==> src/hdl/rv_decode_pkg.sv <==
`default_nettype none

package rv_decode_pkg;

    typedef logic [31:0] instr_t;     // One instruction word
    typedef logic [4:0]  reg_addr_t;  // Register file index
    typedef logic [11:0] csr_addr_t;  // CSR address space
    typedef logic [3:0]  alu_op_t;    // {funct7[5], funct3}
    typedef logic [3:0]  byte_en_t;   // One enable per data byte
    typedef logic [2:0]  funct3_t;    // Minor opcode field

    localparam alu_op_t ALU_OP_ADD = 4'b0000;  // Plain add, also the idle code

    // Branch conditions
    localparam funct3_t FUNCT3_BEQ  = 3'b000;
    localparam funct3_t FUNCT3_BNE  = 3'b001;
    localparam funct3_t FUNCT3_BLT  = 3'b100;
    localparam funct3_t FUNCT3_BGE  = 3'b101;
    localparam funct3_t FUNCT3_BLTU = 3'b110;
    localparam funct3_t FUNCT3_BGEU = 3'b111;

    // Load widths
    localparam funct3_t FUNCT3_LB  = 3'b000;
    localparam funct3_t FUNCT3_LH  = 3'b001;
    localparam funct3_t FUNCT3_LW  = 3'b010;
    localparam funct3_t FUNCT3_LBU = 3'b100;
    localparam funct3_t FUNCT3_LHU = 3'b101;

    // Store widths
    localparam funct3_t FUNCT3_SB = 3'b000;
    localparam funct3_t FUNCT3_SH = 3'b001;
    localparam funct3_t FUNCT3_SW = 3'b010;

    typedef enum logic [6:0] {
        OPC_LUI    = 7'b0110111,
        OPC_AUIPC  = 7'b0010111,
        OPC_JAL    = 7'b1101111,
        OPC_JALR   = 7'b1100111,
        OPC_BRANCH = 7'b1100011,
        OPC_LOAD   = 7'b0000011,
        OPC_STORE  = 7'b0100011,
        OPC_OP_IMM = 7'b0010011,
        OPC_OP     = 7'b0110011,
        OPC_SYSTEM = 7'b1110011
    } opcode_e;

    typedef enum logic [1:0] {
        SEL_REGS    = 2'd0,  // rs1 and rs2
        SEL_IMM_RS1 = 2'd1,  // rs1 and immediate
        SEL_IMM_PC  = 2'd2   // PC and immediate
    } operand_sel_e;

    typedef enum logic [2:0] {
        BR_NOOP, BR_EQ, BR_NE, BR_LT, BR_LTU, BR_GE, BR_GEU
    } br_op_e;

    typedef enum logic [2:0] {
        LOAD_LB, LOAD_LH, LOAD_LW, LOAD_LBU, LOAD_LHU
    } load_op_e;

    typedef enum logic [1:0] {
        STORE_SB, STORE_SH, STORE_SW
    } store_op_e;

    typedef struct packed {
        alu_op_t      alu_op;       // ALU function
        operand_sel_e operand_sel;  // Operand source pair
        logic         regfile_wr;   // Write back to rd
        logic         rs1_used;     // rs1 is read
        logic         rs2_used;     // rs2 is read
        logic         jump;         // JAL or JALR
        logic         jalr;         // Target from rs1
        br_op_e       br_op;        // Branch condition
        funct3_t      csr_op;       // Bit 2 marks immediate form
        logic         csr_wr;       // CSR gets written
    } exe_ctrl_t;

    typedef struct packed {
        logic      data_rd;   // Memory read
        logic      data_wr;   // Memory write
        logic      is_mem;    // Any data access
        load_op_e  load_op;   // Load width and sign
        store_op_e store_op;  // Store width
        byte_en_t  byte_en;   // Store lane enables
    } mem_ctrl_t;

    typedef struct packed {
        reg_addr_t  rs1;       // Source 1
        reg_addr_t  rs2;       // Source 2
        reg_addr_t  rd;        // Destination
        csr_addr_t  csr_addr;  // CSR selected by SYSTEM
        logic [4:0] csr_imm;   // Zero-extended CSR immediate
    } reg_fields_t;

endpackage

`default_nettype wire

==> src/hdl/imm_gen.sv <==
`timescale 1ns/1ns
`default_nettype none

module imm_gen #(
    parameter int XLEN = 32  // Datapath width, 32 or more
) (
    input  wire rv_decode_pkg::instr_t instr_i,  // Instruction word
    output logic [XLEN-1:0]            imm_o     // Extended immediate
);

    rv_decode_pkg::opcode_e opcode;  // Major opcode selects the format
    logic signed [31:0]     imm32;   // Immediate before widening

    assign opcode = rv_decode_pkg::opcode_e'(instr_i[6:0]);

    always_comb begin
        imm32 = '0;  // No immediate for unknown opcodes
        case (opcode)
            rv_decode_pkg::OPC_LUI,
            rv_decode_pkg::OPC_AUIPC: begin
                imm32 = {instr_i[31:12], 12'b0};  // U format, upper 20 bits
            end
            rv_decode_pkg::OPC_JALR,
            rv_decode_pkg::OPC_LOAD,
            rv_decode_pkg::OPC_OP_IMM: begin
                imm32 = {{20{instr_i[31]}}, instr_i[31:20]};  // I format
            end
            rv_decode_pkg::OPC_STORE: begin
                imm32 = {{20{instr_i[31]}}, instr_i[31:25], instr_i[11:7]};  // S format
            end
            rv_decode_pkg::OPC_BRANCH: begin
                imm32 = {{19{instr_i[31]}}, instr_i[31], instr_i[7],
                         instr_i[30:25], instr_i[11:8], 1'b0};  // B format, halfword offset
            end
            rv_decode_pkg::OPC_JAL: begin
                imm32 = {{11{instr_i[31]}}, instr_i[31], instr_i[19:12],
                         instr_i[20], instr_i[30:21], 1'b0};  // J format, halfword offset
            end
            default: imm32 = '0;
        endcase
    end

    assign imm_o = XLEN'(imm32);  // Sign extends, as RV64 LUI does

    // Control transfer offsets stay halfword aligned
    a_bj_even: assert final (!(opcode == rv_decode_pkg::OPC_BRANCH ||
                               opcode == rv_decode_pkg::OPC_JAL) || imm_o[0] == 1'b0);

endmodule

`default_nettype wire

==> src/hdl/op_decoder.sv <==
`timescale 1ns/1ns
`default_nettype none

module op_decoder (
    input  wire rv_decode_pkg::instr_t instr_i,    // Instruction word
    output rv_decode_pkg::exe_ctrl_t   exe_ctrl_o  // Execute controls
);

    rv_decode_pkg::opcode_e opcode;     // Major opcode
    rv_decode_pkg::funct3_t funct3;     // Minor opcode
    logic                   funct7_b5;  // SUB and SRA select
    logic                   rd_nz;      // Destination is not x0

    assign opcode    = rv_decode_pkg::opcode_e'(instr_i[6:0]);
    assign funct3    = instr_i[14:12];
    assign funct7_b5 = instr_i[30];
    assign rd_nz     = instr_i[11:7] != '0;  // Writes to x0 are dropped here

    always_comb begin
        exe_ctrl_o             = '0;  // All controls inactive
        exe_ctrl_o.alu_op      = rv_decode_pkg::ALU_OP_ADD;
        exe_ctrl_o.operand_sel = rv_decode_pkg::SEL_REGS;
        exe_ctrl_o.br_op       = rv_decode_pkg::BR_NOOP;
        case (opcode)
            rv_decode_pkg::OPC_LUI: begin
                exe_ctrl_o.operand_sel = rv_decode_pkg::SEL_IMM_RS1;  // x0 plus immediate
                exe_ctrl_o.regfile_wr  = rd_nz;
            end
            rv_decode_pkg::OPC_AUIPC: begin
                exe_ctrl_o.operand_sel = rv_decode_pkg::SEL_IMM_PC;  // PC plus upper immediate
                exe_ctrl_o.regfile_wr  = rd_nz;
            end
            rv_decode_pkg::OPC_JAL: begin
                exe_ctrl_o.operand_sel = rv_decode_pkg::SEL_IMM_PC;  // Target is PC relative
                exe_ctrl_o.regfile_wr  = rd_nz;                      // Link address into rd
                exe_ctrl_o.jump        = 1'b1;
            end
            rv_decode_pkg::OPC_JALR: begin
                exe_ctrl_o.operand_sel = rv_decode_pkg::SEL_IMM_PC;
                exe_ctrl_o.regfile_wr  = rd_nz;
                exe_ctrl_o.rs1_used    = 1'b1;  // Base of the target
                exe_ctrl_o.jump        = 1'b1;
                exe_ctrl_o.jalr        = 1'b1;
            end
            rv_decode_pkg::OPC_BRANCH: begin
                exe_ctrl_o.rs1_used = 1'b1;  // Compared operands
                exe_ctrl_o.rs2_used = 1'b1;
                case (funct3)
                    rv_decode_pkg::FUNCT3_BEQ:  exe_ctrl_o.br_op = rv_decode_pkg::BR_EQ;
                    rv_decode_pkg::FUNCT3_BNE:  exe_ctrl_o.br_op = rv_decode_pkg::BR_NE;
                    rv_decode_pkg::FUNCT3_BLT:  exe_ctrl_o.br_op = rv_decode_pkg::BR_LT;
                    rv_decode_pkg::FUNCT3_BGE:  exe_ctrl_o.br_op = rv_decode_pkg::BR_GE;
                    rv_decode_pkg::FUNCT3_BLTU: exe_ctrl_o.br_op = rv_decode_pkg::BR_LTU;
                    rv_decode_pkg::FUNCT3_BGEU: exe_ctrl_o.br_op = rv_decode_pkg::BR_GEU;
                    default:                    exe_ctrl_o.br_op = rv_decode_pkg::BR_NOOP;
                endcase
            end
            rv_decode_pkg::OPC_LOAD: begin
                exe_ctrl_o.operand_sel = rv_decode_pkg::SEL_IMM_RS1;  // Address is rs1 plus offset
                exe_ctrl_o.regfile_wr  = rd_nz;
                exe_ctrl_o.rs1_used    = 1'b1;
            end
            rv_decode_pkg::OPC_STORE: begin
                exe_ctrl_o.operand_sel = rv_decode_pkg::SEL_IMM_RS1;
                exe_ctrl_o.rs1_used    = 1'b1;  // Address base
                exe_ctrl_o.rs2_used    = 1'b1;  // Store data
            end
            rv_decode_pkg::OPC_OP_IMM: begin
                exe_ctrl_o.operand_sel = rv_decode_pkg::SEL_IMM_RS1;
                exe_ctrl_o.alu_op      = {funct7_b5, funct3};  // Execute ignores bit 3 on ADDI
                exe_ctrl_o.regfile_wr  = rd_nz;
                exe_ctrl_o.rs1_used    = 1'b1;
            end
            rv_decode_pkg::OPC_OP: begin
                exe_ctrl_o.alu_op     = {funct7_b5, funct3};
                exe_ctrl_o.regfile_wr = rd_nz;
                exe_ctrl_o.rs1_used   = 1'b1;
                exe_ctrl_o.rs2_used   = 1'b1;
            end
            rv_decode_pkg::OPC_SYSTEM: begin
                exe_ctrl_o.csr_op     = funct3;           // Bit 2 picks the immediate form
                exe_ctrl_o.csr_wr     = |funct3;          // Zero is ECALL or EBREAK
                exe_ctrl_o.regfile_wr = rd_nz & |funct3;  // Old CSR value goes to rd
                exe_ctrl_o.rs1_used   = ~funct3[2];
            end
            default: begin
                exe_ctrl_o.regfile_wr = 1'b0;  // FENCE and unknown codes do nothing
            end
        endcase
    end

    // JALR is a flavour of jump, never on its own
    a_jalr_jump: assert final (!exe_ctrl_o.jalr || exe_ctrl_o.jump);

    // Only conditional branches carry a condition
    a_br_only: assert final (exe_ctrl_o.br_op == rv_decode_pkg::BR_NOOP ||
                             opcode == rv_decode_pkg::OPC_BRANCH);

endmodule

`default_nettype wire

==> src/hdl/mem_access_decoder.sv <==
`timescale 1ns/1ns
`default_nettype none

module mem_access_decoder (
    input  wire rv_decode_pkg::instr_t instr_i,    // Instruction word
    output rv_decode_pkg::mem_ctrl_t   mem_ctrl_o  // Data memory controls
);

    rv_decode_pkg::opcode_e opcode;  // Major opcode
    rv_decode_pkg::funct3_t funct3;  // Access width and sign

    assign opcode = rv_decode_pkg::opcode_e'(instr_i[6:0]);
    assign funct3 = instr_i[14:12];

    always_comb begin
        mem_ctrl_o = '0;  // No access, LB and SB codes, no lanes
        case (opcode)
            rv_decode_pkg::OPC_LOAD: begin
                mem_ctrl_o.is_mem  = 1'b1;
                mem_ctrl_o.data_rd = 1'b1;
                case (funct3)
                    rv_decode_pkg::FUNCT3_LB:  mem_ctrl_o.load_op = rv_decode_pkg::LOAD_LB;
                    rv_decode_pkg::FUNCT3_LH:  mem_ctrl_o.load_op = rv_decode_pkg::LOAD_LH;
                    rv_decode_pkg::FUNCT3_LBU: mem_ctrl_o.load_op = rv_decode_pkg::LOAD_LBU;
                    rv_decode_pkg::FUNCT3_LHU: mem_ctrl_o.load_op = rv_decode_pkg::LOAD_LHU;
                    default:                   mem_ctrl_o.load_op = rv_decode_pkg::LOAD_LW;
                endcase
            end
            rv_decode_pkg::OPC_STORE: begin
                mem_ctrl_o.is_mem  = 1'b1;
                mem_ctrl_o.data_wr = 1'b1;
                case (funct3)
                    rv_decode_pkg::FUNCT3_SB: begin
                        mem_ctrl_o.store_op = rv_decode_pkg::STORE_SB;
                        mem_ctrl_o.byte_en  = 4'b0001;  // Lowest byte lane
                    end
                    rv_decode_pkg::FUNCT3_SH: begin
                        mem_ctrl_o.store_op = rv_decode_pkg::STORE_SH;
                        mem_ctrl_o.byte_en  = 4'b0011;  // Low half
                    end
                    rv_decode_pkg::FUNCT3_SW: begin
                        mem_ctrl_o.store_op = rv_decode_pkg::STORE_SW;
                        mem_ctrl_o.byte_en  = 4'b1111;  // Full word
                    end
                    default: mem_ctrl_o.byte_en = 4'b0000;  // Illegal width writes no lane
                endcase
            end
            default: mem_ctrl_o = '0;
        endcase
    end

    a_rd_wr_excl: assert final (!(mem_ctrl_o.data_rd && mem_ctrl_o.data_wr));

endmodule

`default_nettype wire

==> src/hdl/decode_stage.sv <==
`timescale 1ns/1ns
`default_nettype none

module decode_stage #(
    parameter int XLEN = 32  // Datapath width
) (
    input  wire                          clk_i,          // Core clock
    input  wire                          rst_n_i,        // Async reset, active low
    input  wire                          instr_valid_i,  // Instruction strobe
    input  wire rv_decode_pkg::instr_t   instr_i,        // Fetched instruction
    output logic                         valid_o,        // Decoded word valid
    output logic [XLEN-1:0]              imm_o,          // Extended immediate
    output rv_decode_pkg::exe_ctrl_t     exe_ctrl_o,     // To execute
    output rv_decode_pkg::mem_ctrl_t     mem_ctrl_o,     // To memory access
    output rv_decode_pkg::reg_fields_t   fields_o        // Register and CSR fields
);

    logic [XLEN-1:0]            imm_d;       // Immediate before the register
    rv_decode_pkg::exe_ctrl_t   exe_ctrl_d;  // Execute controls before the register
    rv_decode_pkg::mem_ctrl_t   mem_ctrl_d;  // Memory controls before the register
    rv_decode_pkg::reg_fields_t fields_d;    // Sliced fields

    imm_gen #(
        .XLEN (XLEN)
    ) imm_gen_inst (
        .instr_i (instr_i),
        .imm_o   (imm_d)
    );

    op_decoder op_decoder_inst (
        .instr_i    (instr_i),
        .exe_ctrl_o (exe_ctrl_d)
    );

    mem_access_decoder mem_access_decoder_inst (
        .instr_i    (instr_i),
        .mem_ctrl_o (mem_ctrl_d)
    );

    // Fixed bit positions, whatever the format
    assign fields_d.rs1      = instr_i[19:15];
    assign fields_d.rs2      = instr_i[24:20];
    assign fields_d.rd       = instr_i[11:7];
    assign fields_d.csr_addr = instr_i[31:20];
    assign fields_d.csr_imm  = instr_i[19:15];  // Shares the rs1 slot

    // ID/EX control register
    always_ff @(posedge clk_i or negedge rst_n_i) begin
        if (!rst_n_i) begin
            valid_o    <= 1'b0;
            exe_ctrl_o <= '0;  // Add, REGS, NOOP
            mem_ctrl_o <= '0;
        end else begin
            valid_o    <= instr_valid_i;
            exe_ctrl_o <= instr_valid_i ? exe_ctrl_d : '0;  // Bubble carries no writes
            mem_ctrl_o <= instr_valid_i ? mem_ctrl_d : '0;
        end
    end

    // Payload only follows a valid instruction
    always_ff @(posedge clk_i) begin
        if (instr_valid_i) begin
            imm_o    <= imm_d;
            fields_o <= fields_d;
        end
    end

    a_rst_invalid: assert property (@(posedge clk_i) !rst_n_i |-> !valid_o);

endmodule

`default_nettype wire

==> config.mk <==
export PLATFORM = sky130hd
export DESIGN_NAME = decode_stage
export DESIGN_NICKNAME = d
export VERILOG_FILES = /design/src/hdl/rv_decode_pkg.sv /design/src/hdl/imm_gen.sv /design/src/hdl/op_decoder.sv /design/src/hdl/mem_access_decoder.sv /design/src/hdl/decode_stage.sv
export SDC_FILE = /design/constraint.sdc
export NUM_CORES = 1
export LEC_CHECK = 0
export BUFFER_PORTS_ARGS = -buffer_cell sky130_fd_sc_hd__clkbuf_2
export CORE_MARGIN = 2
export CORE_UTILIZATION = 48
export DETAILED_ROUTE_END_ITERATION = 12
export GPL_TIMING_DRIVEN = 0
export PLACE_DENSITY = 0.85
export SLEW_MARGIN = 40
export SYNTH_ARGS = -nofsm -noshare
export SYNTH_HDL_FRONTEND = slang
export SYNTH_SLANG_ARGS = --single-unit
==> constraint.sdc <==
create_clock -name clk_i -period 0.8 [get_ports clk_i]
set_input_delay 0.16 -clock clk_i [delete_from_list [all_inputs] [get_ports clk_i]]
set_output_delay 0.16 -clock clk_i [all_outputs]
set_load 0.1 [all_outputs]
==> results of run 1 <==
through the flow:
stage	worst slack [ns]	hold slack (ns)	instances	utilization (%)
2_1_floorplan	-0.586	-0.136	225	-
3_3_place_gp	-1.57	0.229	428	64.3
3_5_place_dp	-1.24	0.238	428	64.4
4_1_cts	-0.516	-0.136	462	91.2
synthesized netlist by cell type:
cell,instances,share of area (%)
sky130_fd_sc_hd__a21oi_1,7,1.1
sky130_fd_sc_hd__inv_1,6,0.69
sky130_fd_sc_hd__nor3b_1,4,0.92
sky130_fd_sc_hd__o22ai_2,1,0.38
sky130_fd_sc_hd__nand2b_1,1,0.19
sky130_fd_sc_hd__and3_1,1,0.19
sky130_fd_sc_hd__nand4_1,3,0.57
sky130_fd_sc_hd__clkbuf_1,7,0.80
sky130_fd_sc_hd__o22ai_1,1,0.19
sky130_fd_sc_hd__o21ai_0,4,0.61
sky130_fd_sc_hd__nor2b_1,4,0.77
sky130_fd_sc_hd__nand3b_1,1,0.23
sky130_fd_sc_hd__and4_1,1,0.27
sky130_fd_sc_hd__a21o_1,19,4.4
sky130_fd_sc_hd__o21a_1,2,0.46
sky130_fd_sc_hd__dfrtp_1,30,23
sky130_fd_sc_hd__xnor2_1,1,0.27
sky130_fd_sc_hd__a2bb2oi_1,1,0.27
sky130_fd_sc_hd__nor3_1,5,0.77
sky130_fd_sc_hd__a31oi_1,3,0.57
sky130_fd_sc_hd__a22oi_1,1,0.23
sky130_fd_sc_hd__and2_1,8,1.5
sky130_fd_sc_hd__buf_1,1,0.11
sky130_fd_sc_hd__a32o_1,1,0.31
sky130_fd_sc_hd__buf_2,2,0.31
sky130_fd_sc_hd__buf_4,11,2.5
sky130_fd_sc_hd__and2_0,1,0.19
sky130_fd_sc_hd__or4_1,2,0.46
sky130_fd_sc_hd__nor2_1,14,1.6
sky130_fd_sc_hd__o21ai_2,1,0.27
sky130_fd_sc_hd__nor4_2,1,0.38
sky130_fd_sc_hd__nand3_1,4,0.61
sky130_fd_sc_hd__or3_4,1,0.34
sky130_fd_sc_hd__a22o_1,4,1.1
sky130_fd_sc_hd__a211oi_1,2,0.46
sky130_fd_sc_hd__buf_6,2,0.69
sky130_fd_sc_hd__edfxtp_1,54,50
sky130_fd_sc_hd__o32ai_1,1,0.27
sky130_fd_sc_hd__nand2_1,10,1.1
sky130_fd_sc_hd__nand4bb_4,1,0.84
sky130_fd_sc_hd__and4bb_2,1,0.38
repair_timing:
| action | CTS |
|---|---|
| cloned | 2 |
| resized for setup | 271 |
| setup buffers | 13 |
| pin swaps | 15 |
| hold buffers | 3 |
| setup endpoints to repair | 164 |
| endpoints found under the hold margin | 33 |
cells by family after synthesis:
group,after synthesis,share of synthesized area (%)
AO/OA/AOI/OAI,48,10.5
XOR/XNOR,1,0.268
buffers and inverters,29,5.13
flip-flops,84,72.6
AND/OR/NAND/NOR,63,11.4
==> impl_metrics.prom, run 1 <==
# TYPE chip_impl_metric gauge
chip_impl_metric{name="synth_cell_type_count",unit=""} 41
chip_impl_metric{name="synth.yosys.seq_area_share",unit="%"} 72.6
chip_impl_info{name="cts_root_buf",value="sky130_fd_sc_hd__clkbuf_8"} 1
chip_impl_metric{name="synthesis.instances",unit=""} 225
chip_impl_metric{name="numClockSinks",unit=""} 84
chip_impl_metric{name="max-clock-path-buffers",unit=""} 2
chip_impl_metric{name="grt_antenna_before_repair",unit=""} 0
chip_impl_info{name="outcome",value="aborted with a tool error"} 1
chip_impl_metric{name="initial_core_util",unit="%"} 48.9
chip_impl_metric{name="yosysWarnings",unit=""} 0
chip_impl_info{name="category_of_the_worst_endpoint",value="top-level output"} 1
chip_impl_metric{name="die-height",unit="um"} 86.5
chip_impl_metric{name="boundaryPins",unit=""} 130
chip_impl_metric{name="core.rowCount",unit=""} 30
chip_impl_info{name="grt_repair_worst_endpoint",value="fields_o[30]"} 1
chip_impl_info{name="flow.first_error",value="[ERROR DPL-0033] detailed placement checks failed during check placement."} 1
chip_impl_metric{name="post_synth_instance_area",unit="um2"} 3270
chip_impl_metric{name="portBuffers",unit=""} 123
chip_impl_metric{name="cts_made_buffers",unit=""} 9
chip_impl_metric{name="grt_max_degree",unit=""} 31
chip_impl_metric{name="synth_nets",unit=""} 260
chip_impl_metric{name="postSynthRegisterBits",unit=""} 84
chip_impl_metric{name="routabilityCongestion",unit=""} 0.813
chip_impl_info{name="stop_stage",value="global routing"} 1
chip_impl_metric{name="place.detailed.hpwl",unit="um"} 5350
chip_impl_metric{name="die_w",unit="um"} 86.5
chip_impl_metric{name="clock_tree.htree_level_count",unit=""} 3
chip_impl_metric{name="dpl_cell_area",unit="um2"} 4300
chip_impl_metric{name="synth.avg_cell_area",unit="um2"} 14.5
==> run 2: changes to the inputs <==
CORE_UTILIZATION = 35   (was 48)
PLACE_DENSITY = unset   (was 0.85)
PLACE_DENSITY_LB_ADDON = 0.15   (was unset)
==> impl_metrics.prom, run 2 <==
# TYPE chip_impl_metric gauge
chip_impl_info{name="outcome",value="complete, but fails checks"} 1
chip_impl_info{name="violations_in_the_final_reports",value="negative hold slack, negative setup slack"} 1
chip_impl_metric{name="final_critical_path_setup_slack",unit="ns"} -0.525
chip_impl_info{name="mostFrequentLayoutCell",value="sky130_fd_sc_hd__edfxtp_1"} 1
chip_impl_metric{name="max-clock-path-buffers",unit=""} 2
chip_impl_info{name="largest_registers",value="imm_o: 32 flops, fields_o: 22 flops, exe_ctrl_o: 18 flops"} 1
chip_impl_metric{name="antenna_cells_inserted",unit=""} 0
chip_impl_metric{name="final_antenna_net_count",unit=""} 0
chip_impl_metric{name="leakagePower",unit="nW"} 2.72
chip_impl_metric{name="hold_violation_count_in_the_final_report",unit=""} 30
chip_impl_metric{name="cp.buffers_inverters",unit=""} 2
chip_impl_metric{name="maximum_vdd_drop",unit="V"} 0.000992
chip_impl_metric{name="final_worst_hold_slack",unit="ns"} -0.158
chip_impl_metric{name="coreArea",unit="um2"} 9150
chip_impl_metric{name="cp_num_cells",unit=""} 2
chip_impl_info{name="end_point_of_the_critical_path",value="fields_o[23]"} 1
chip_impl_metric{name="detailedRoute.firstIterationViolations",unit=""} 69
chip_impl_info{name="synth_top_area_cell",value="sky130_fd_sc_hd__edfxtp_1"} 1
chip_impl_metric{name="postSynthRegisterBits",unit=""} 84
chip_impl_metric{name="dieArea",unit="um2"} 10100
chip_impl_metric{name="clock_tree.htree_level_count",unit=""} 3
chip_impl_metric{name="synth_top_area_share",unit="%"} 49.7
chip_impl_metric{name="detail_route.vias_per_cell",unit=""} 4.93
chip_impl_metric{name="synth_edf_count",unit=""} 54
chip_impl_info{name="critical-path-slowest-cell",value="sky130_fd_sc_hd__edfxtp_1"} 1
chip_impl_metric{name="clkSlewWorstSetupHoldPaths",unit="ns"} 0.08
chip_impl_metric{name="final.setup.tns",unit="ns"} -48.68
chip_impl_metric{name="place_ws",unit="ns"} -1.31
chip_impl_info{name="setup.worst_path.start",value="fields_o[23]"} 1
chip_impl_info{name="postSynth.topFlopCell",value="sky130_fd_sc_hd__edfxtp_1"} 1
chip_impl_metric{name="grtUsageTotal",unit="%"} 17.9
chip_impl_metric{name="detailroute.via_count",unit=""} 2463
chip_impl_metric{name="routabilityCongestion",unit=""} 0.806
chip_impl_metric{name="die-height",unit="um"} 101
chip_impl_info{name="start_kind",value="flip-flop"} 1
chip_impl_metric{name="first_global_vias",unit=""} 2506
chip_impl_metric{name="first_pass_grt_wire_length",unit="um"} 13600
chip_impl_metric{name="grt_max_degree",unit=""} 31
chip_impl_metric{name="boundaryPins",unit=""} 130
chip_impl_metric{name="detail_route.wirelength",unit="um"} 9000
chip_impl_metric{name="finalSetupViolations",unit=""} 151
chip_impl_metric{name="numClockSinks",unit=""} 84
chip_impl_info{name="mostFrequentLayoutCells",value="sky130_fd_sc_hd__edfxtp_1, sky130_fd_sc_hd__buf_8, sky130_fd_sc_hd__clkbuf_16"} 1
chip_impl_metric{name="grt_antenna_before_repair",unit=""} 0
chip_impl_metric{name="slowest_delay",unit="ns"} 0.47
chip_impl_metric{name="power_per_cell_area",unit="nW/um2"} 1760
chip_impl_info{name="cp_cell_sequence",value="buf_12, clkbuf_16"} 1
chip_impl_metric{name="synth.yosys.seq_area_share",unit="%"} 72.6
chip_impl_metric{name="fillerInstances",unit=""} 581
chip_impl_metric{name="critical_path_peak_fanout",unit=""} 2
chip_impl_info{name="top_register",value="imm_o"} 1
chip_impl_info{name="synth_common_cells",value="sky130_fd_sc_hd__edfxtp_1, sky130_fd_sc_hd__dfrtp_1, sky130_fd_sc_hd__a21o_1"} 1
chip_impl_metric{name="place.detailed.hpwl",unit="um"} 5450
chip_impl_metric{name="asyncSetResetFlopFracSynth",unit="%"} 35.7
chip_impl_metric{name="yosysWarnings",unit=""} 0
chip_impl_info{name="tritoncts",value="built"} 1
chip_impl_metric{name="final_util",unit="%"} 69.7
chip_impl_metric{name="timing_worst_slew_pin_value",unit="ns"} 0.665
chip_impl_metric{name="max_freq",unit="MHz"} 755
chip_impl_metric{name="cts_made_buffers",unit=""} 9
chip_impl_metric{name="worst_ep_arrival_time",unit="ns"} 1.17
chip_impl_metric{name="tmin_final",unit="ns"} 1.33
chip_impl_info{name="synth_most_common_cell",value="sky130_fd_sc_hd__edfxtp_1"} 1
chip_impl_metric{name="post_synth_instance_area",unit="um2"} 3270
chip_impl_metric{name="detail_route.wl_per_cell",unit="um"} 18.0
chip_impl_metric{name="largest_register_ffs",unit=""} 32
chip_impl_metric{name="die_w",unit="um"} 101
chip_impl_metric{name="totalPowerFinal",unit="W"} 0.0112
chip_impl_info{name="crit_path_end_kind",value="output port"} 1
chip_impl_metric{name="initial_core_util",unit="%"} 35.7
chip_impl_metric{name="layout-drive-gt1-share",unit="%"} 64.3
chip_impl_metric{name="synth_cell_type_count",unit=""} 41
chip_impl_info{name="synth_top_cells_by_area",value="sky130_fd_sc_hd__edfxtp_1, sky130_fd_sc_hd__dfrtp_1, sky130_fd_sc_hd__a21o_1"} 1
chip_impl_info{name="setup.worst_path.class",value="flip-flop to output port"} 1
chip_impl_metric{name="detailedRoute.firstPassIterationCount",unit=""} 4
chip_impl_metric{name="timing.max_slew.rel_slack",unit="%"} 55.7
chip_impl_info{name="timing.hold.worst.class",value="input pin to async pin"} 1
chip_impl_metric{name="grt.overflow.total",unit=""} 0
chip_impl_metric{name="syn2layout_area_growth",unit="%"} 95.3
chip_impl_metric{name="route.detailed.drc",unit=""} 0
chip_impl_metric{name="synth.avg_cell_area",unit="um2"} 14.5
chip_impl_info{name="critical-path-top-delay-family",value="flip-flops"} 1
chip_impl_metric{name="finalMaxSlewViolations",unit=""} 0
chip_impl_info{name="cts_root_buf",value="sky130_fd_sc_hd__clkbuf_8"} 1
chip_impl_metric{name="nNetsFinal",unit=""} 420
chip_impl_info{name="rsz0062_at_grt",value="yes"} 1
chip_impl_metric{name="post-route-period-util",unit="%"} 166
chip_impl_metric{name="synthesis.instances",unit=""} 225
chip_impl_metric{name="core.rowCount",unit=""} 35
chip_impl_metric{name="cap_viol_max_count",unit=""} 0
chip_impl_metric{name="worst_ep_required_time",unit="ns"} 0.64
chip_impl_metric{name="portBuffers",unit=""} 123
chip_impl_metric{name="synth_nets",unit=""} 260
[run 2: cell counts after synthesis]
Identical to the previous run, type by type.
[run 2: metal layers]
layer / part of all wire, % / track usage [%] / vias to the layer above / wire length [um]
li1: - / - / 1139 / -
met4: 1.4 / 7.06 / 0 / 126
met1: 40 / 22.5 / 1233 / 3610
met5: 0 / 0 / - / 0
met2: 53 / 29.7 / 83 / 4770
met3: 5.4 / 4.51 / 8 / 489
[run 2: cell families (layout without fill, tap and decap cells)]
logic type,Yosys count,after routing,share of synthesized area (%)
DFF,84,84,72.6
and+or+nand+nor,63,63,11.4
AOI/OAI and AO/OA,48,48,10.5
buffers and inverters,29,193,5.13
xor gates and xnor gates,1,1,0.268
[run 2: repair_timing]
item	4_1_cts	5_1_grt
pin swaps	18	20
hold buffers	7	1
cloned	2	0
gates resized for setup	268	86
hold endpoints to repair	37	31
buffers inserted	11	6
setup endpoints to repair	210	154
[run 2: worst min-delay path by stage]
stage,from,end,slack (ns),depth (start not counted)
after floorplan,rst_n_i,exe_ctrl_o[0],-0.14,0
after global placement,rst_n_i,exe_ctrl_o[3],0.25,1
after detailed placement,rst_n_i,exe_ctrl_o[2],0.26,1
after CTS,rst_n_i,exe_ctrl_o[17],-0.12,1
after global routing,rst_n_i,exe_ctrl_o[9],-0.11,1
final,rst_n_i,exe_ctrl_o[2],-0.16,1
[run 2: per-stage QoR]
| stage | cells | hold slack (ns) | cell area [um2] |
|---|---|---|---|
| floorplan | 225 | -0.136 | 3580 |
| global placement | 459 | 0.247 | 4340 |
| detailed placement | 459 | 0.265 | 4340 |
| CTS | 494 | -0.117 | 6140 |
| global route | 500 | -0.111 | 6380 |
| finish | 500 | -0.158 | 6380 |
[run 2: layout make-up]
class	instances	area (um2)	share of cell area, %
flip-flops and latches	84	2480	39.0
repair buffers	149	2250	35.2
multi-input cells	112	973	15.3
plain buffers	23	327	5.12
well taps	111	139	2.18
clock buffers	9	124	1.94
clock inverters	6	56.3	0.883
inverters	6	26.3	0.412
[run 2: power breakdown]
group | internal, W | switching, W
logic | 0.00109 | 0.00225
clock network | 0.00140 | 0.00146
registers | 0.00485 | 0.000157
total | 0.00734 | 0.00387
No activity file was read; power rests on OpenSTA's default activity.
==> run 3: changes to the inputs <==
CELL_PAD_IN_SITES_DETAIL_PLACEMENT = 0   (was unset)
CELL_PAD_IN_SITES_GLOBAL_PLACEMENT = 1   (was unset)
MAX_ROUTING_LAYER = met4   (was unset)
==> impl_metrics.prom, run 3 (same netlist as run 2, synthesis figures left out) <==
# TYPE chip_impl_metric gauge
chip_impl_info{name="outcome",value="complete, but fails checks"} 1
chip_impl_info{name="violations_in_the_final_reports",value="negative hold slack, negative setup slack"} 1
chip_impl_metric{name="final_worst_hold_slack",unit="ns"} -0.157
chip_impl_metric{name="worst_ep_required_time",unit="ns"} 0.64
chip_impl_metric{name="boundaryPins",unit=""} 130
chip_impl_info{name="setup.worst_path.class",value="flip-flop to output port"} 1
chip_impl_metric{name="cts_made_buffers",unit=""} 9
chip_impl_metric{name="power_per_cell_area",unit="nW/um2"} 1710
chip_impl_info{name="mostFrequentLayoutCells",value="sky130_fd_sc_hd__edfxtp_1, sky130_fd_sc_hd__buf_8, sky130_fd_sc_hd__clkbuf_16"} 1
chip_impl_metric{name="antenna_cells_inserted",unit=""} 0
chip_impl_metric{name="place_ws",unit="ns"} -1.25
chip_impl_info{name="mostFrequentLayoutCell",value="sky130_fd_sc_hd__edfxtp_1"} 1
chip_impl_metric{name="timing.max_slew.rel_slack",unit="%"} 54.9
chip_impl_metric{name="die-height",unit="um"} 101
chip_impl_metric{name="portBuffers",unit=""} 123
chip_impl_metric{name="cap_viol_max_count",unit=""} 0
chip_impl_metric{name="timing_worst_slew_pin_value",unit="ns"} 0.676
chip_impl_metric{name="final.setup.tns",unit="ns"} -47.97
chip_impl_metric{name="p_seq_share",unit="%"} 45.5
chip_impl_info{name="rsz0062_at_grt",value="yes"} 1
chip_impl_metric{name="routabilityCongestion",unit=""} 0.776
chip_impl_metric{name="power.internal",unit="W"} 0.00708
chip_impl_metric{name="clkSlewWorstSetupHoldPaths",unit="ns"} 0.09
chip_impl_metric{name="final_util",unit="%"} 70.3
chip_impl_metric{name="switching_power",unit="W"} 0.00394
chip_impl_metric{name="syn2layout_area_growth",unit="%"} 97.1
chip_impl_metric{name="core.rowCount",unit=""} 35
chip_impl_info{name="largest_registers",value="imm_o: 32 flops, fields_o: 22 flops, exe_ctrl_o: 18 flops"} 1
chip_impl_info{name="timing.hold.worst.class",value="input pin to async pin"} 1
chip_impl_metric{name="dieArea",unit="um2"} 10100
chip_impl_metric{name="critical_path_peak_fanout",unit=""} 2
chip_impl_metric{name="power.combinational.fraction",unit="%"} 30.6
chip_impl_metric{name="detailedRoute.firstPassIterationCount",unit=""} 4
chip_impl_metric{name="nNetsFinal",unit=""} 422
chip_impl_metric{name="grtUsageTotal",unit="%"} 19.6
chip_impl_metric{name="finalMaxSlewViolations",unit=""} 0
chip_impl_metric{name="route.detailed.drc",unit=""} 0
chip_impl_metric{name="swShare",unit="%"} 35.7
chip_impl_metric{name="grt_max_degree",unit=""} 31
chip_impl_metric{name="grt_antenna_before_repair",unit=""} 0
chip_impl_metric{name="worst_ep_arrival_time",unit="ns"} 1.18
chip_impl_metric{name="detail_route.wl_per_cell",unit="um"} 18.6
chip_impl_metric{name="maximum_vdd_drop",unit="V"} 0.000916
chip_impl_metric{name="detail_route.wirelength",unit="um"} 9370
chip_impl_metric{name="max-clock-path-buffers",unit=""} 2
chip_impl_metric{name="finalSetupViolations",unit=""} 152
chip_impl_metric{name="fillerInstances",unit=""} 593
chip_impl_metric{name="leakagePower",unit="nW"} 2.71
chip_impl_info{name="start_kind",value="flip-flop"} 1
chip_impl_metric{name="first_pass_grt_wire_length",unit="um"} 14200
chip_impl_metric{name="detailedRoute.firstIterationViolations",unit=""} 91
chip_impl_metric{name="numClockSinks",unit=""} 84
chip_impl_metric{name="final_antenna_net_count",unit=""} 0
chip_impl_metric{name="coreArea",unit="um2"} 9150
chip_impl_metric{name="tmin_final",unit="ns"} 1.34
chip_impl_metric{name="detail_route.vias_per_cell",unit=""} 4.86
chip_impl_metric{name="place.detailed.hpwl",unit="um"} 5490
chip_impl_metric{name="detailroute.via_count",unit=""} 2444
chip_impl_info{name="tritoncts",value="built"} 1
chip_impl_metric{name="die_w",unit="um"} 101
chip_impl_info{name="cts_root_buf",value="sky130_fd_sc_hd__clkbuf_8"} 1
chip_impl_metric{name="layout-drive-gt1-share",unit="%"} 65.1
chip_impl_info{name="crit_path_end_kind",value="output port"} 1
chip_impl_metric{name="largest_register_ffs",unit=""} 32
chip_impl_metric{name="first_global_vias",unit=""} 2600
chip_impl_metric{name="final_critical_path_setup_slack",unit="ns"} -0.537
chip_impl_info{name="top_register",value="imm_o"} 1
chip_impl_metric{name="clock_tree.htree_level_count",unit=""} 3
chip_impl_metric{name="post-route-period-util",unit="%"} 167
chip_impl_metric{name="clkPwrFrac",unit="%"} 23.9
chip_impl_metric{name="initial_core_util",unit="%"} 35.7
chip_impl_metric{name="hold_violation_count_in_the_final_report",unit=""} 30
chip_impl_metric{name="grt.overflow.total",unit=""} 0
chip_impl_metric{name="max_freq",unit="MHz"} 748
-- run 3: per-layer routing --
metal,GRT usage [%],vias up,part of all wire [%]
li1,-,1137,-
met1,23.9,1204,41
met5,-,-,0
met2,31.8,89,53
met4,8.54,0,1.5
met3,3.68,14,4.3
-- run 3: worst max-delay path: stages (launching register included) --
cell	delay [ns]
sky130_fd_sc_hd__edfxtp_1	0.48
sky130_fd_sc_hd__buf_12	0.17
sky130_fd_sc_hd__clkbuf_16	0.18
-- run 3: what timing repair did --
action                                  CTS  global route
buffers inserted                         14             2
resized for setup                       278            88
pin swaps                                15            16
endpoints found under the hold margin    39            31
endpoints found under the setup margin  210           155
gates cloned                              3             0
hold buffers                              9             1
-- run 3: final cells by class --
| cell class | instances | area [um2] | area share, % |
|---|---|---|---|
| multi-input cells | 112 | 1010 | 15.7 |
| plain buffers | 22 | 322 | 5.00 |
| flip-flops and latches | 84 | 2480 | 38.6 |
| repair buffers | 152 | 2290 | 35.6 |
| clock buffers | 11 | 131 | 2.04 |
| clock inverters | 5 | 30.0 | 0.466 |
| well taps | 111 | 139 | 2.16 |
| inverters | 6 | 26.3 | 0.408 |
-- run 3: per-stage QoR --
step / instance area (um2) / instances / hold slack, ns / power [W]
after floorplan: 3580 / 225 / -0.136 / 0.00716
after global placement: 4340 / 459 / 0.259 / 0.00762
after detailed placement: 4340 / 459 / 0.270 / 0.00763
after CTS: 6230 / 500 / -0.118 / 0.0109
after global routing: 6440 / 503 / -0.108 / 0.0114
final: 6440 / 503 / -0.157 / 0.0110
-- run 3: power by group through the flow --
stage | combinational [W] | clock (W) | sequential [W]
final | 0.00337 | 0.00264 | 0.00501
after global routing | 0.00347 | 0.00289 | 0.00503
after CTS | 0.00325 | 0.00270 | 0.00496
after detailed placement | 0.00260 | 0 | 0.00503
after global placement | 0.00259 | 0 | 0.00503
after floorplan | 0.000662 | 0 | 0.00650
-- run 3: path summary, 6_finish.rpt --
kind | from | endpoint | slack (ns)
setup / recovery | fields_o[23] | fields_o[23] | -0.54
max in group asynchronous | rst_n_i | exe_ctrl_o[11] | 0.44
min in group clk_i | instr_i[28] | fields_o[13] | 0.02
hold / removal | rst_n_i | exe_ctrl_o[0] | -0.16
==> run 4: changes to the inputs <==
PLACE_DENSITY_LB_ADDON = 0.1   (was 0.15)
clock period = 1.3 ns   (was 0.8 ns; I/O delays follow)
==> impl_metrics.prom, run 4 (same netlist as run 2, synthesis figures left out) <==
# TYPE chip_impl_metric gauge
chip_impl_metric{name="syn2layout_area_growth",unit="%"} 53.5
chip_impl_metric{name="portBuffers",unit=""} 123
chip_impl_metric{name="final_cell_area",unit="um2"} 5010
chip_impl_metric{name="die-height",unit="um"} 101
chip_impl_metric{name="final_util",unit="%"} 54.8
chip_impl_metric{name="grt_antenna_before_repair",unit=""} 0
chip_impl_info{name="tritoncts",value="built"} 1
chip_impl_metric{name="gr_layer_usage_met1",unit="%"} 21.0
chip_impl_info{name="crit_path_end_kind",value="output port"} 1
chip_impl_info{name="violations_in_the_final_reports",value="negative setup slack"} 1
chip_impl_metric{name="hold_violation_count_in_the_final_report",unit=""} 0
chip_impl_metric{name="nNetsFinal",unit=""} 399
chip_impl_info{name="top_register",value="imm_o"} 1
chip_impl_metric{name="place.detailed.hpwl",unit="um"} 5240
chip_impl_metric{name="core.rowCount",unit=""} 35
chip_impl_metric{name="detailedRoute.firstPassIterationCount",unit=""} 4
chip_impl_metric{name="max-clock-path-buffers",unit=""} 2
chip_impl_info{name="mostFrequentLayoutCells",value="sky130_fd_sc_hd__buf_4, sky130_fd_sc_hd__edfxtp_1, sky130_fd_sc_hd__dfrtp_1"} 1
chip_impl_metric{name="global_route.usage.met3",unit="%"} 4.09
chip_impl_metric{name="clkSlewWorstSetupHoldPaths",unit="ns"} 0.08
chip_impl_metric{name="tmin_final",unit="ns"} 1.42
chip_impl_metric{name="worst_ep_arrival_time",unit="ns"} 1.16
chip_impl_metric{name="cap_viol_max_count",unit=""} 0
chip_impl_metric{name="final_worst_hold_slack",unit="ns"} 0.0974
chip_impl_metric{name="min_delay_path_depth",unit=""} 1
chip_impl_metric{name="detail_route.wirelength",unit="um"} 7820
chip_impl_metric{name="finalMaxSlewViolations",unit=""} 0
chip_impl_metric{name="worst_ep_required_time",unit="ns"} 1.04
chip_impl_metric{name="timing.max_slew.rel_slack",unit="%"} 55.1
chip_impl_metric{name="timing_worst_slew_pin_value",unit="ns"} 0.674
chip_impl_metric{name="detailroute.via_count",unit=""} 2307
chip_impl_metric{name="final_critical_path_setup_slack",unit="ns"} -0.117
chip_impl_metric{name="antenna_cells_inserted",unit=""} 0
chip_impl_metric{name="first_pass_grt_wire_length",unit="um"} 12200
chip_impl_metric{name="grt.overflow.total",unit=""} 0
chip_impl_metric{name="leakagePower",unit="nW"} 2.33
chip_impl_info{name="hold_start",value="instr_i[18]"} 1
chip_impl_metric{name="power_per_cell_area",unit="nW/um2"} 1320
chip_impl_metric{name="critical_path_peak_fanout",unit=""} 2
chip_impl_info{name="mostFrequentLayoutCell",value="sky130_fd_sc_hd__buf_4"} 1
chip_impl_metric{name="largest_register_ffs",unit=""} 32
chip_impl_metric{name="finalSetupViolations",unit=""} 15
chip_impl_metric{name="first_global_vias",unit=""} 2317
chip_impl_metric{name="final_antenna_net_count",unit=""} 0
chip_impl_metric{name="routabilityCongestion",unit=""} 0.807
chip_impl_metric{name="coreArea",unit="um2"} 9150
chip_impl_metric{name="numClockSinks",unit=""} 84
chip_impl_metric{name="maximum_vdd_drop",unit="V"} 0.000534
chip_impl_metric{name="max_freq",unit="MHz"} 706
chip_impl_metric{name="groute.layer.met2.usage",unit="%"} 25.9
chip_impl_metric{name="route.detailed.drc",unit=""} 0
chip_impl_metric{name="boundaryPins",unit=""} 130
chip_impl_metric{name="fillerInstances",unit=""} 804
chip_impl_info{name="start_kind",value="flip-flop"} 1
chip_impl_info{name="top_usage_layer",value="met2"} 1
chip_impl_info{name="cts_root_buf",value="sky130_fd_sc_hd__clkbuf_8"} 1
chip_impl_info{name="largest_registers",value="imm_o: 32 flops, fields_o: 22 flops, exe_ctrl_o: 18 flops"} 1
chip_impl_metric{name="die_w",unit="um"} 101
chip_impl_metric{name="post-route-period-util",unit="%"} 109
chip_impl_metric{name="dieArea",unit="um2"} 10100
chip_impl_metric{name="detail_route.wl_per_cell",unit="um"} 16.3
chip_impl_metric{name="initial_core_util",unit="%"} 35.7
chip_impl_metric{name="layout-drive-gt1-share",unit="%"} 48.0
chip_impl_info{name="setup.worst_path.class",value="flip-flop to output port"} 1
chip_impl_info{name="endpoint_of_the_worst_hold_timing_path",value="fields_o[3]"} 1
chip_impl_info{name="timing.hold.worst.class",value="input pin to flip-flop"} 1
chip_impl_metric{name="cts_made_buffers",unit=""} 9
chip_impl_metric{name="detailedRoute.firstIterationViolations",unit=""} 110
chip_impl_metric{name="detail_route.vias_per_cell",unit=""} 4.81
chip_impl_info{name="outcome",value="complete, but fails checks"} 1
chip_impl_metric{name="grt_max_degree",unit=""} 59
chip_impl_info{name="rsz0062_at_grt",value="yes"} 1
chip_impl_metric{name="grtUsageTotal",unit="%"} 16.7
chip_impl_metric{name="clock_tree.htree_level_count",unit=""} 3
chip_impl_metric{name="dpl_cell_area",unit="um2"} 4190
run 4: worst max-delay path, stage by stage, from the launching register on:
cell and delay (ns):
sky130_fd_sc_hd__edfxtp_1 0.46, sky130_fd_sc_hd__buf_12 0.16, sky130_fd_sc_hd__clkbuf_16 0.18
run 4: routing by layer:
metal	vias up	wire length, um
li1	1087	-
met1	1130	3420
met2	81	3830
met3	9	430
met4	0	139
met5	-	0
run 4: worst max path at each step:
stage	start	to	slack, ns	cells past startpoint
global placement	instr_valid_i	mem_ctrl_o[6]	-1.34	5
CTS	fields_o[4]	fields_o[31]	-0.12	2
finish	fields_o[23]	fields_o[23]	-0.12	2
global route	fields_o[3]	fields_o[30]	-0.16	2
detailed placement	instr_valid_i	mem_ctrl_o[6]	-0.84	5
floorplan	fields_o[22]	fields_o[22]	-0.22	1
run 4: layout make-up:
cell class	count	area, um2	share of cell area (%)
sequential	84	2370	47.3
timing repair buffer	129	1210	24.1
multi-input combinational	112	802	16.0
buffer	22	275	5.49
clock buffer	15	188	3.74
tap	111	139	2.77
inverter	6	22.5	0.449
clock inverter	1	5.00	0.0998
run 4: metrics by stage:
stage | TNS (ns) | setup slack (ns) | instances | power [W]
final | -1.12 | -0.117 | 480 | 0.00664
after global placement | -63.30 | -1.34 | 459 | 0.00467
after global routing | -1.94 | -0.158 | 480 | 0.00690
after floorplan | -5.65 | -0.220 | 225 | 0.00439
after CTS | -1.43 | -0.124 | 481 | 0.00669
after detailed placement | -26.04 | -0.841 | 459 | 0.00467
run 4: what timing repair did:
item	CTS	global route
setup endpoints to repair	128	109
setup buffers	4	0
resized for setup	136	77
gates cloned	1	0
hold buffers	1	0
pin swaps	3	2
endpoints found under the hold margin	30	0
run 4: report_power, final:
part / switching, W / internal (W) / leakage [nW] / total [W]
sequential: 0.0000573 / 0.00298 / 0.934 / 0.00304
combinational: 0.00134 / 0.000470 / 1.30 / 0.00181
clock: 0.000877 / 0.000916 / 0.0989 / 0.00179
total: 0.00228 / 0.00437 / 2.33 / 0.00664
